## src/source/cipher_ctrl_pkg.sv

```systemverilog
// Shared widths, sparse codes and select encodings for the
// redundant cipher round controller
package cipher_ctrl_pkg;

  ////////////////////////////////////////////////////////////
  // Sparse two-value words
  ////////////////////////////////////////////////////////////

  localparam int Sp2VWidth = 3;

  // Only these two codes are legal, everything else is an error
  localparam logic [Sp2VWidth-1:0] SP2V_HIGH = 3'b011;
  localparam logic [Sp2VWidth-1:0] SP2V_LOW  = 3'b100;

  ////////////////////////////////////////////////////////////
  // Rails and rounds
  ////////////////////////////////////////////////////////////

  localparam int NumRails      = 3;
  localparam int RoundCtrWidth = 4; // Holds up to 14 rounds

  typedef logic [RoundCtrWidth-1:0] round_ctr_t;

  localparam round_ctr_t Rounds128 = round_ctr_t'(10);
  localparam round_ctr_t Rounds192 = round_ctr_t'(12);
  localparam round_ctr_t Rounds256 = round_ctr_t'(14);

  ////////////////////////////////////////////////////////////
  // Configuration and select encodings
  ////////////////////////////////////////////////////////////

  // One-hot key length
  typedef enum logic [2:0] {
    AES_128 = 3'b001,
    AES_192 = 3'b010,
    AES_256 = 3'b100
  } key_len_e;

  typedef enum logic {
    CIPH_FWD = 1'b0,
    CIPH_INV = 1'b1
  } ciph_op_e;

  // State register input select, one-hot
  typedef enum logic [2:0] {
    STATE_INIT  = 3'b001,
    STATE_ROUND = 3'b010,
    STATE_CLEAR = 3'b100
  } state_sel_e;

  // Round key select, one-hot
  typedef enum logic [2:0] {
    ADD_RK_INIT  = 3'b001,
    ADD_RK_ROUND = 3'b010,
    ADD_RK_FINAL = 3'b100
  } add_rk_sel_e;

endpackage

```

## src/source/cipher_ctrl_rail.sv

```systemverilog
// Single control rail of the round controller
// Walks through key addition, the rounds and a done cycle, and locks up
// in a terminal error state on any encoding or rail mismatch error
`timescale 1ns/1ns

module cipher_ctrl_rail (
  input  logic                           clk_i,
  input  logic                           rst_ni,
  input  logic                           start_i,
  input  cipher_ctrl_pkg::key_len_e      key_len_i,
  input  cipher_ctrl_pkg::ciph_op_e      op_i,
  input  logic                           enc_err_i,
  input  logic                           mr_err_i,
  output logic                           idle_o,
  output logic                           state_we_o,
  output cipher_ctrl_pkg::state_sel_e    state_sel_o,
  output cipher_ctrl_pkg::add_rk_sel_e   add_rk_sel_o,
  output cipher_ctrl_pkg::round_ctr_t    round_o,
  output logic                           done_o,
  output logic                           alert_o
);

  typedef enum logic [2:0] {
    IDLE   = 3'b000,
    INIT   = 3'b011,
    ROUND  = 3'b101,
    FINISH = 3'b110,
    ERROR  = 3'b111
  } rail_state_e;

  rail_state_e                 state_d, state_q;
  cipher_ctrl_pkg::round_ctr_t rnd_ctr_d, rnd_ctr_q;   // Round number driven out
  cipher_ctrl_pkg::round_ctr_t rnd_left_d, rnd_left_q; // Rounds still to go
  cipher_ctrl_pkg::round_ctr_t rnd_ctr_step;
  cipher_ctrl_pkg::round_ctr_t num_rounds;
  cipher_ctrl_pkg::ciph_op_e   op_d, op_q;
  logic                        last_round;

  // Round count per key length
  always_comb begin
    case (key_len_i)
      cipher_ctrl_pkg::AES_192: num_rounds = cipher_ctrl_pkg::Rounds192;
      cipher_ctrl_pkg::AES_256: num_rounds = cipher_ctrl_pkg::Rounds256;
      default:                  num_rounds = cipher_ctrl_pkg::Rounds128;
    endcase
  end

  // Inverse runs count down
  assign rnd_ctr_step = (op_q == cipher_ctrl_pkg::CIPH_INV) ?
                        rnd_ctr_q - cipher_ctrl_pkg::round_ctr_t'(1) :
                        rnd_ctr_q + cipher_ctrl_pkg::round_ctr_t'(1);
  assign last_round   = (rnd_left_q == cipher_ctrl_pkg::round_ctr_t'(1));

  ////////////////////////////////////////////////////////////
  // FSM
  ////////////////////////////////////////////////////////////

  always_comb begin : fsm_comb
    state_d      = state_q;
    rnd_ctr_d    = rnd_ctr_q;
    rnd_left_d   = rnd_left_q;
    op_d         = op_q;
    idle_o       = 1'b0;
    state_we_o   = 1'b0;
    state_sel_o  = cipher_ctrl_pkg::STATE_CLEAR;
    add_rk_sel_o = cipher_ctrl_pkg::ADD_RK_INIT;
    round_o      = '0;
    done_o       = 1'b0;
    alert_o      = 1'b0;

    case (state_q)
      IDLE: begin
        idle_o = 1'b1;
        if (start_i) begin
          // Latch the configuration with the accepted start
          op_d       = op_i;
          rnd_left_d = num_rounds;
          rnd_ctr_d  = (op_i == cipher_ctrl_pkg::CIPH_INV) ? num_rounds : '0;
          state_d    = INIT;
        end
      end

      INIT: begin // Initial key addition
        state_we_o   = 1'b1;
        state_sel_o  = cipher_ctrl_pkg::STATE_INIT;
        add_rk_sel_o = cipher_ctrl_pkg::ADD_RK_INIT;
        round_o      = rnd_ctr_q;
        rnd_ctr_d    = rnd_ctr_step;
        state_d      = ROUND;
      end

      ROUND: begin
        state_we_o   = 1'b1;
        state_sel_o  = cipher_ctrl_pkg::STATE_ROUND;
        add_rk_sel_o = last_round ? cipher_ctrl_pkg::ADD_RK_FINAL :
                                    cipher_ctrl_pkg::ADD_RK_ROUND;
        round_o      = rnd_ctr_q;
        if (last_round) begin
          state_d = FINISH;
        end else begin
          rnd_left_d = rnd_left_q - cipher_ctrl_pkg::round_ctr_t'(1);
          rnd_ctr_d  = rnd_ctr_step;
        end
      end

      FINISH: begin
        done_o  = 1'b1; // One-cycle strobe
        state_d = IDLE;
      end

      ERROR: begin
        alert_o = 1'b1; // Terminal, only reset leaves
      end

      default: begin
        state_d = ERROR;
      end
    endcase

    // Errors override any other transition
    if (enc_err_i || mr_err_i) begin
      state_d = ERROR;
    end
  end

  always_ff @(posedge clk_i or negedge rst_ni) begin : fsm_regs
    if (!rst_ni) begin
      state_q    <= IDLE;
      rnd_ctr_q  <= '0;
      rnd_left_q <= '0;
      op_q       <= cipher_ctrl_pkg::CIPH_FWD;
    end else begin
      state_q    <= state_d;
      rnd_ctr_q  <= rnd_ctr_d;
      rnd_left_q <= rnd_left_d;
      op_q       <= op_d;
    end
  end

endmodule

```

## src/source/cipher_ctrl_top.sv

```systemverilog
// Redundant round controller for an AES-style cipher core
// Input check stage, a set of identical control rails and the merge stage
`timescale 1ns/1ns

module cipher_ctrl_top (
  input  logic                                  clk_i,
  input  logic                                  rst_ni,
  input  logic [cipher_ctrl_pkg::Sp2VWidth-1:0] start_i,
  input  cipher_ctrl_pkg::key_len_e             key_len_i,
  input  cipher_ctrl_pkg::ciph_op_e             op_i,
  output logic                                  idle_o,
  output logic                                  state_we_o,
  output cipher_ctrl_pkg::state_sel_e           state_sel_o,
  output cipher_ctrl_pkg::add_rk_sel_e          add_rk_sel_o,
  output cipher_ctrl_pkg::round_ctr_t           round_o,
  output logic                                  done_o,
  output logic                                  alert_o
);

  logic                      start;
  cipher_ctrl_pkg::key_len_e key_len;
  logic                      enc_err;
  logic                      mr_err;

  // Per-rail outputs
  logic [cipher_ctrl_pkg::NumRails-1:0]                        rail_idle;
  logic [cipher_ctrl_pkg::NumRails-1:0]                        rail_state_we;
  cipher_ctrl_pkg::state_sel_e  [cipher_ctrl_pkg::NumRails-1:0] rail_state_sel;
  cipher_ctrl_pkg::add_rk_sel_e [cipher_ctrl_pkg::NumRails-1:0] rail_add_rk_sel;
  cipher_ctrl_pkg::round_ctr_t  [cipher_ctrl_pkg::NumRails-1:0] rail_round;
  logic [cipher_ctrl_pkg::NumRails-1:0]                        rail_done;
  logic [cipher_ctrl_pkg::NumRails-1:0]                        rail_alert;

  cipher_sparse_in u_sparse_in (
    .clk_i     ( clk_i     ),
    .rst_ni    ( rst_ni    ),
    .start_i   ( start_i   ),
    .key_len_i ( key_len_i ),
    .start_o   ( start     ),
    .key_len_o ( key_len   ),
    .enc_err_o ( enc_err   )
  );

  ////////////////////////////////////////////////////////////
  // Redundant rails
  ////////////////////////////////////////////////////////////

  for (genvar i = 0; i < cipher_ctrl_pkg::NumRails; i++) begin : gen_rail
    cipher_ctrl_rail u_rail (
      .clk_i        ( clk_i              ),
      .rst_ni       ( rst_ni             ),
      .start_i      ( start              ),
      .key_len_i    ( key_len            ),
      .op_i         ( op_i               ),
      .enc_err_i    ( enc_err            ),
      .mr_err_i     ( mr_err             ),
      .idle_o       ( rail_idle[i]       ),
      .state_we_o   ( rail_state_we[i]   ),
      .state_sel_o  ( rail_state_sel[i]  ),
      .add_rk_sel_o ( rail_add_rk_sel[i] ),
      .round_o      ( rail_round[i]      ),
      .done_o       ( rail_done[i]       ),
      .alert_o      ( rail_alert[i]      )
    );
  end

  cipher_rail_merge u_rail_merge (
    .rail_idle_i       ( rail_idle       ),
    .rail_state_we_i   ( rail_state_we   ),
    .rail_state_sel_i  ( rail_state_sel  ),
    .rail_add_rk_sel_i ( rail_add_rk_sel ),
    .rail_round_i      ( rail_round      ),
    .rail_done_i       ( rail_done       ),
    .rail_alert_i      ( rail_alert      ),
    .idle_o            ( idle_o          ),
    .state_we_o        ( state_we_o      ),
    .state_sel_o       ( state_sel_o     ),
    .add_rk_sel_o      ( add_rk_sel_o    ),
    .round_o           ( round_o         ),
    .done_o            ( done_o          ),
    .alert_o           ( alert_o         ),
    .mr_err_o          ( mr_err          )
  );

endmodule

```

## src/source/cipher_rail_merge.sv

```systemverilog
// Output stage of the round controller
// Votes every rail output into the top outputs and collects the mismatch error
`timescale 1ns/1ns

module cipher_rail_merge (
  input  logic [cipher_ctrl_pkg::NumRails-1:0]                        rail_idle_i,
  input  logic [cipher_ctrl_pkg::NumRails-1:0]                        rail_state_we_i,
  input  cipher_ctrl_pkg::state_sel_e  [cipher_ctrl_pkg::NumRails-1:0] rail_state_sel_i,
  input  cipher_ctrl_pkg::add_rk_sel_e [cipher_ctrl_pkg::NumRails-1:0] rail_add_rk_sel_i,
  input  cipher_ctrl_pkg::round_ctr_t  [cipher_ctrl_pkg::NumRails-1:0] rail_round_i,
  input  logic [cipher_ctrl_pkg::NumRails-1:0]                        rail_done_i,
  input  logic [cipher_ctrl_pkg::NumRails-1:0]                        rail_alert_i,
  output logic                                                        idle_o,
  output logic                                                        state_we_o,
  output cipher_ctrl_pkg::state_sel_e                                 state_sel_o,
  output cipher_ctrl_pkg::add_rk_sel_e                                add_rk_sel_o,
  output cipher_ctrl_pkg::round_ctr_t                                 round_o,
  output logic                                                        done_o,
  output logic                                                        alert_o,
  output logic                                                        mr_err_o
);

  logic state_sel_err;
  logic add_rk_sel_err;
  logic round_err;
  logic state_we_err;
  logic idle_err;

  ////////////////////////////////////////////////////////////
  // Checked outputs
  ////////////////////////////////////////////////////////////

  cipher_rail_vote #(
    .payload_t ( cipher_ctrl_pkg::state_sel_e )
  ) u_vote_state_sel (
    .rail_i   ( rail_state_sel_i ),
    .merged_o ( state_sel_o      ),
    .err_o    ( state_sel_err    )
  );

  cipher_rail_vote #(
    .payload_t ( cipher_ctrl_pkg::add_rk_sel_e )
  ) u_vote_add_rk_sel (
    .rail_i   ( rail_add_rk_sel_i ),
    .merged_o ( add_rk_sel_o      ),
    .err_o    ( add_rk_sel_err    )
  );

  cipher_rail_vote #(
    .payload_t ( cipher_ctrl_pkg::round_ctr_t )
  ) u_vote_round (
    .rail_i   ( rail_round_i ),
    .merged_o ( round_o      ),
    .err_o    ( round_err    )
  );

  cipher_rail_vote u_vote_state_we (
    .rail_i   ( rail_state_we_i ),
    .merged_o ( state_we_o      ),
    .err_o    ( state_we_err    )
  );

  cipher_rail_vote u_vote_idle (
    .rail_i   ( rail_idle_i ),
    .merged_o ( idle_o      ),
    .err_o    ( idle_err    )
  );

  // Fed back to the rails, pushes all of them into ERROR
  assign mr_err_o = state_sel_err | add_rk_sel_err | round_err | state_we_err | idle_err;

  // One rail suffices to raise these
  assign done_o  = |rail_done_i;
  assign alert_o = |rail_alert_i;

endmodule

```

## src/source/cipher_rail_vote.sv

```systemverilog
// Merges one payload across all rails by OR
// and flags any rail that differs from the merged value
`timescale 1ns/1ns

module cipher_rail_vote #(
  parameter type payload_t = logic
) (
  input  payload_t [cipher_ctrl_pkg::NumRails-1:0] rail_i,
  output payload_t                                 merged_o,
  output logic                                     err_o
);

  payload_t merged;

  // OR-combine, a single high bit in any rail shows up at the output
  always_comb begin : combine
    merged = payload_t'('0);
    for (int i = 0; i < cipher_ctrl_pkg::NumRails; i++) begin
      merged = payload_t'(merged | rail_i[i]);
    end
  end

  // A rail that disagrees with the merged value is a fault
  always_comb begin : compare
    err_o = 1'b0;
    for (int i = 0; i < cipher_ctrl_pkg::NumRails; i++) begin
      if (rail_i[i] != merged) begin
        err_o = 1'b1;
      end
    end
  end

  assign merged_o = merged;

endmodule

```

## src/source/cipher_sparse_in.sv

```systemverilog
// Input stage of the round controller
// Captures the sparse start and key-length words, checks their encodings
// and hands the decoded values to the rails one cycle later
`timescale 1ns/1ns

module cipher_sparse_in (
  input  logic                                  clk_i,
  input  logic                                  rst_ni,
  input  logic [cipher_ctrl_pkg::Sp2VWidth-1:0] start_i,
  input  cipher_ctrl_pkg::key_len_e             key_len_i,
  output logic                                  start_o,
  output cipher_ctrl_pkg::key_len_e             key_len_o,
  output logic                                  enc_err_o
);

  logic [cipher_ctrl_pkg::Sp2VWidth-1:0] start_raw_q;
  cipher_ctrl_pkg::key_len_e             key_len_raw_q;
  cipher_ctrl_pkg::key_len_e             key_len_q;
  logic                                  start_vld;
  logic                                  start_err;
  logic                                  key_len_err;
  logic                                  start_q;
  logic                                  enc_err_q;

  // Raw capture of the external words
  always_ff @(posedge clk_i or negedge rst_ni) begin
    if (!rst_ni) begin
      start_raw_q <= cipher_ctrl_pkg::SP2V_LOW;
    end else begin
      start_raw_q <= start_i;
    end
  end

  always_ff @(posedge clk_i) begin
    key_len_raw_q <= key_len_i;
  end

  // Encoding checks
  assign start_vld = (start_raw_q == cipher_ctrl_pkg::SP2V_HIGH);
  assign start_err = (start_raw_q != cipher_ctrl_pkg::SP2V_HIGH) &&
                     (start_raw_q != cipher_ctrl_pkg::SP2V_LOW);

  // Key length only matters together with a start
  assign key_len_err = start_vld && !(key_len_raw_q inside {cipher_ctrl_pkg::AES_128,
                                                            cipher_ctrl_pkg::AES_192,
                                                            cipher_ctrl_pkg::AES_256});

  always_ff @(posedge clk_i or negedge rst_ni) begin
    if (!rst_ni) begin
      start_q   <= 1'b0;
      enc_err_q <= 1'b0;
    end else begin
      start_q   <= start_vld;
      enc_err_q <= enc_err_q | start_err | key_len_err; // Sticky
    end
  end

  always_ff @(posedge clk_i) begin
    key_len_q <= key_len_raw_q;
  end

  assign start_o   = start_q;
  assign key_len_o = key_len_q;
  assign enc_err_o = enc_err_q;

endmodule
```

## config.mk

```make
export PLATFORM = sky130hd
export DESIGN_NAME = cipher_ctrl_top
export DESIGN_NICKNAME = d
export VERILOG_FILES = /design/src/source/cipher_ctrl_pkg.sv /design/src/source/cipher_ctrl_rail.sv /design/src/source/cipher_ctrl_top.sv /design/src/source/cipher_rail_merge.sv /design/src/source/cipher_rail_vote.sv /design/src/source/cipher_sparse_in.sv
export SDC_FILE = /design/constraint.sdc
export NUM_CORES = 1
export LEC_CHECK = 0
export BUFFER_PORTS_ARGS = -buffer_cell sky130_fd_sc_hd__buf_2
export CORE_MARGIN = 4
export CORE_UTILIZATION = 30
export CTS_CLUSTER_DIAMETER = 100
export DETAILED_ROUTE_END_ITERATION = 10
export PLACE_DENSITY = 0.49
export SLEW_MARGIN = 20
export SYNTH_ARGS = -nofsm -noshare
export SYNTH_HDL_FRONTEND = slang
export SYNTH_SLANG_ARGS = --single-unit
```

## constraint.sdc

```tcl
create_clock -name clk_i -period 3 [get_ports clk_i]
set_input_delay 0.15 -clock clk_i [delete_from_list [all_inputs] [get_ports clk_i]]
set_output_delay 0.15 -clock clk_i [all_outputs]
set_load 0.01 [all_outputs]
```

# == Yosys cells after proc, flatten, opt, wreduce, memory -nomap -nowiden ==
# Index checks and enable logic that the tools add are counted.
# word_totals
register_bits,47
inputBits,9
output_inout_bits,14
elab_cells,194
# classes
addsub,9
mux,68
bitwise,16
eq_ne,53
n_reduce_logical,31
# op_table
op,count
$mux W4,15
$pmux W3 S5,3
$mux W3,13
$pmux W4 S3,3
$eq A3 B3 Y1 const B,11
$mux W1,27
$reduce_and A3 Y1,9
$pmux W3 S2,4
$pmux W4 S2,3
$sub A4 B1 Y4 const B,6
$eq A3 B2 Y1 const B,6
$ne A3 B3 Y1,6
$ne A2 B2 Y1 const B,8
$add A4 B1 Y4 const B,3
$eq A4 B1 Y1 const B,3
$ne A3 B2 Y1 const B,4
$ne A4 B4 Y1,3
$or A3 B3 Y3,4
$reduce_bool A3 Y1,4
$or A1 B1 Y1,10
$logic_not A3 Y1,3
$ne A3 B3 Y1 const B,3
$or A4 B4 Y4,2
$ne A1 B1 Y1,6
10 further kinds,18

# == Depth between registers and ports, before layout ==
# logic_depth
depth_word,16
mapped_depth,8
mapped_depth_nobuf,7

# == By module ==
# A second synthesis with hierarchy kept.
# hier_totals
cells_unflattened,348
area_unflattened_um2,3180.6
# modules_own_cells
mod,cells_each,instances,area_per_inst_um2,seq_area_each_um2
cipher_ctrl_rail at gen_rail[0].u_rail ...,97,2,858.3,300.3
cipher_ctrl_rail at gen_rail[1].u_rail,97,1,883.3,300.3
cipher_sparse_in,19,1,296.5,246.5
cipher_rail_vote at u_rail_merge.u_vote_add_rk_sel ...,8,2,57.6,0.0
cipher_rail_vote at u_rail_merge.u_vote_round,11,1,93.8,0.0
cipher_rail_vote at u_rail_merge.u_vote_idle ...,3,2,25.0,0.0
cipher_rail_merge,5,1,25.0,0.0

# == Worst setup path before layout ==
# OpenSTA, ideal clock, no wires.
# synth_path
kind,register to register
start,register gen_rail[2].u_rail.state_q[1]
end,register gen_rail[0].u_rail.state_q[0]
setup_ps,144
slack_ps,1020
path_stages_with_launch,8
synth_period_minus_slack_ps,1980
required_ps,2856
arrival_time_ps,1837
n_path_buf,2
path_cell_list,dfrtp_1 buf_2 xnor2_1 nor2_1 a221o_1 o2bb2a_1 buf_2 nand4_1
# synth_via
elab_chain_cells,14
word_cells_on_any_way,54
cone_classes,eq/ne (20); mux (21); bitwise (9); reduce/logical (4)
# synth_rtl
item,line,source
start: declaration,cipher_ctrl_rail.sv:31,"rail_state_e state_d, state_q;"
start signal: assignment,cipher_ctrl_rail.sv:133,state_q <= state_d;
$eq A3 B2 Y1 / $eq A3 B3 Y1 (equally long branches),cipher_ctrl_rail.sv:71,case (state_q)
$reduce_or A2 Y1 (no line) *,-,
$mux W4 *,cipher_ctrl_rail.sv:71,
$or A4 B4 Y4 *,cipher_rail_vote.sv:19,merged = payload_t'(merged | rail_i[i]);
via round_o[2],cipher_ctrl_top.sv:15,"output cipher_ctrl_pkg::round_ctr_t round_o,"
$ne A4 B4 Y1,cipher_rail_vote.sv:27,if (rail_i[i] != merged) begin
$mux W1 (2 in a row),cipher_rail_vote.sv:27,
$mux W1 *,cipher_rail_vote.sv:27,
$or A1 B1 Y1 * (3 in a row),cipher_rail_merge.sv:70,assign mr_err_o = state_sel_err | add_rk_sel_err | round_err | state_we_err | idle_err;
$logic_or A1 B1 Y1 *,cipher_ctrl_rail.sv:121,if (enc_err_i || mr_err_i) begin
"$ne A3 B1 Y1 (no line), or another cell as far along",-,
$reduce_and A3 Y1 (no line),-,
end signal: assignment,cipher_ctrl_rail.sv:133,
end: declaration,cipher_ctrl_rail.sv:31,
# The timed path passes the listed nets; every way through them passes the cells marked *.
# A chain may end at the register's enable or synchronous reset.

# == Final worst setup path ==
# layout_path
start,register gen_rail[1].u_rail.state_q[2]
end,register gen_rail[2].u_rail.state_q[2]
# layout_via
elab_chain_cells,15
word_cells_on_any_way,59
cone_classes,eq/ne (20); mux (21); bitwise (14); reduce/logical (4)
# layout_rtl
item,line
start: declaration,cipher_ctrl_rail.sv:31
start signal: assignment,cipher_ctrl_rail.sv:133
$eq A3 B3 Y1 / $eq A3 B2 Y1 (equally long branches),cipher_ctrl_rail.sv:71
"$pmux W3 S2, or another cell as far along",cipher_ctrl_rail.sv:71
$or A3 B3 Y3 / $mux W4 (equally long branches),"cipher_rail_vote.sv:19, cipher_ctrl_rail.sv:71"
$or A3 B3 Y3 / $or A4 B4 Y4 (equally long branches),cipher_rail_vote.sv:19
$ne A3 B3 Y1 / $or A4 B4 Y4 (equally long branches),"cipher_rail_vote.sv:27, cipher_rail_vote.sv:19"
$mux W1 / $ne A4 B4 Y1 (equally long branches),cipher_rail_vote.sv:27
$mux W1 (2 in a row),cipher_rail_vote.sv:27
$or A1 B1 Y1 / $mux W1 (equally long branches),"cipher_rail_merge.sv:70, cipher_rail_vote.sv:27"
$or A1 B1 Y1 (2 in a row),cipher_rail_merge.sv:70
$or A1 B1 Y1 *,cipher_rail_merge.sv:70
$logic_or A1 B1 Y1 *,cipher_ctrl_rail.sv:121
"$ne A3 B2 Y1 (no line), or another cell as far along",-
$reduce_and A3 Y1 (no line),-
# Mark *: on every way between the ends. The rest lies on a longest branch, timed or not.

==> results.yml <==
outcome:
  outcome: "finished with violations"
  violations: "hold timing"
yosys:
  syn-num-nets: 362
  synth-simple-area-share_pct: 24.53
  synth_top_family_by_area: "simple AND/OR/NAND/NOR gates"
  yosysTopAreaCell: "dfrtp_1"
  netlist_instances: 338
  avgSynthCellArea_sq_um: 8.888
  synth.area.mux_share_pct: 2.541
  synth_cell_type_count: 61
  yosys-top-cells-area: "dfrtp_1 33%, ha_1 5.0%, dfxtp_1 4.0%"
  yosys.area_share.adder_pct: 6.997
  synth_edf_count: 0
  synth-xor-area-share_pct: 5.206
  synth_flop_cell: "dfrtp_1"
  synth-compound-area-share_pct: 17.53
  synth-seq-cells: 47
  synth-seq-area-share_pct: 38.19
  async_flop_share_pct: 87.23
  synth_top_area_share_pct: 33.32
  synth_area_sq_mm: 0.003004
  yosys_warnings: 0
route:
  vias_per_cell: 5.101
  first_iter_violations: 155
  drtAntennaViolNets: 0
  num_vias: 2525
  wl_um: 7841
  drc: 0
  avgRoutedWirePerCell_um: 15.84
  dr.pass1.iters: 4
critical_path:
  required_ns: 3.17
  setup.worst_path.class: "flip-flop to flip-flop"
  cp-end-kind: "flip-flop"
  crit_path_max_fanout: 12
  cp.arrival_ns: 2.60
  cp-start-kind: "flip-flop"
place:
  io_buffers: 22
  dp_hpwl_um: 5879
  place.gp.congestion: 0.8241
  pre_cts_ws_ns: 0.6384
  dp.cells: 481
  place_area_sq_mm: 0.003236
timing:
  worst_pin_slew_ns: 0.9635
  rsz0062_at_grt: "false"
  setup-violations-final: 0
  relSlewSlack_pct: 35.77
  hold_viol: 22
  fin_crit_ns: 2.424
  worst_slack_ns: 0.5764
  fin_crit_sh_pct: 80.79
  hold_slack_ns: -0.008657
  timing.fmax_ghz: 0.4126
  tns_ns: 0
  clock_skew_ns: 0.003037
  drv_slew: 0
floorplan:
  die_w_um: 108.1
  die_area_sq_mm: 0.01168
  pin_count: 23
  rows: 36
  die_h_um: 108.1
  core-area_sq_mm: 0.009774
  start_util_pct: 30.73
layout:
  antenna_cells: 0
  final_cell_mix: "40 x dfrtp_1, 31 x nand2_1, 22 x nor2_1, 22 x buf_2"
  area_growth_pct: 12.91
  nets: 385
  stdcell_count: 495
  fillers: 1020
  utilization_pct: 34.70
  drive_gt1_share_pct: 12.71
  layout_commonest_cell: "dfrtp_1"
  stdcell_area_sq_mm: 0.003392
job:
  max_cap_violations: 0
clock_tree:
  cts_resized: 0
  cts_tree: "yes"
  ctsRootBufferMaster: "clkbuf_8"
  postCtsHoldBufs: 6
  clk_latency_ns: 0.31
  h-tree-depth: 2
  clock_path_buffers: 2
  cts.reportedPaths.clkPinSlew_ns: 0.10
  postCtsSetupBuffers: 0
  cts-buffers-inserted: 5
  clock_sinks: 47
pwr:
  sw_frac_of_total_pct: 29.39
  seq_power_share_pct: 54.0
  ir_drop_mv: 0.1813
  total_power_mw: 1.335
  power_density_mw_per_mm2: 393.6
  p_leak_nw: 1.515
  p_int_uw: 942.7
  clock_power_share_pct: 31.3
  switching_power_uw: 392.3
  comb_power_share_pct: 14.7
grt:
  grt_overflow: 0
  grt_max_degree: 42
  grt_pass1_vias: 2530
  antenna_found_initial: 0
  globalRouteTotalUtil_pct: 14.24
  grt_pass1_wl_um: 13010
min_path:
  min_path_type: "primary input to async pin"
-- synth_stat cells (2+ instances only) --
| cell type | n |
|---|---|
| a21boi_1 | 2 |
| a21o_1 | 4 |
| a21oi_1 | 17 |
| a221o_1 | 2 |
| a2bb2oi_1 | 3 |
| a31oi_1 | 6 |
| a32oi_1 | 2 |
| and2_1 | 4 |
| and3_1 | 2 |
| and3b_1 | 2 |
| buf_2 | 12 |
| clkbuf_1 | 3 |
| dfrtp_1 | 40 |
| dfxtp_1 | 6 |
| fa_1 | 3 |
| ha_1 | 12 |
| inv_1 | 20 |
| mux2_2 | 4 |
| mux2i_1 | 2 |
| nand2_1 | 31 |
| nand2b_1 | 4 |
| nand3_1 | 20 |
| nand3b_1 | 6 |
| nand4_1 | 10 |
| nor2_1 | 22 |
| nor2b_1 | 2 |
| nor3_1 | 17 |
| nor3b_1 | 3 |
| nor4_1 | 6 |
| o211ai_1 | 4 |
| o21a_1 | 4 |
| o21ai_0 | 10 |
| o21ai_1 | 3 |
| o22ai_1 | 4 |
| o31ai_1 | 3 |
| or2_2 | 2 |
| or3_1 | 3 |
| xnor2_1 | 12 |
| xor2_1 | 4 |
-- per-layer routing --
metal	track usage [%]	routed length [um]	vias up	part of all wire, %
met4	4.869	127	0	1.6
met5	0	0	-	0
met3	2.866	303	10	3.9
li1	-	-	1268	-
met1	19.19	3777	1205	48
met2	22.82	3633	42	46
-- final timing paths --
kind / slack (ns) / endpoint / start / cells past startpoint
setup / recovery: 0.58 / gen_rail[2].u_rail.state_q[2] / gen_rail[1].u_rail.state_q[2] / 5
hold / removal: -0.009 / gen_rail[1].u_rail.state_q[1] / rst_ni / 1
setup reg to reg: 0.58 / gen_rail[2].u_rail.state_q[2] / gen_rail[1].u_rail.state_q[2] / 5
hold reg to reg: 0.37 / u_sparse_in.key_len_o[1] / u_sparse_in.key_len_raw_q[1] / 0
max in group asynchronous: 2.42 / gen_rail[2].u_rail.rnd_ctr_q[0] / rst_ni / 1
min in group clk_i: 0.26 / gen_rail[1].u_rail.rnd_ctr_q[2] / op_i / 3
-- critical path, stage by stage (launching register included) --
cell and delay [ns]:
dfrtp_1 0.58, xor2_1 0.42, nand4_2 0.24, or3_4 0.45
a221oi_4 0.44, nand4_1 0.15
-- cells by family after synthesis --
logic type / after synthesis
xor gates and xnor gates: 17
muxes: 7
and+or+nand+nor: 140
buffers and inverters: 36
DFF: 47
adders and majority gates: 15
AOI/OAI and AO/OA: 76
-- final cells by class --
class                   count  area (sq um)  share of cell area [%]
clock buffers               5         68.82                   2.029
flip-flops and latches     47          1147                   33.83
multi-input cells         255          1707                   50.31
inverters                  20         75.07                   2.213
well taps                 133         166.4                   4.906
repair buffers             32         200.2                   5.902
clock inverters             3         27.53                  0.8115
-- registers in the layout, indices dropped and copies added, names as in the netlist --
register / count
u_sparse_in.start_o: 1
u_sparse_in.key_len_raw_q: 3
gen_rail.u_rail.rnd_ctr_q: 12
gen_rail.u_rail.state_q: 9
gen_rail.u_rail.rnd_left_q: 12
u_sparse_in.enc_err_o: 1
gen_rail.u_rail.op_q: 3
u_sparse_in.start_raw_q: 3
u_sparse_in.key_len_o: 3
-- power groups by stage --
stage               registers (mW)  clock network [mW]  logic, mW
floorplan                    0.721                   0      0.142
global placement             0.735                   0      0.191
detailed placement           0.735                   0      0.191
CTS                          0.722               0.433      0.200
global route                 0.729               0.461      0.227
finish                       0.721               0.418      0.196
(Power assumes the default switching activity.)
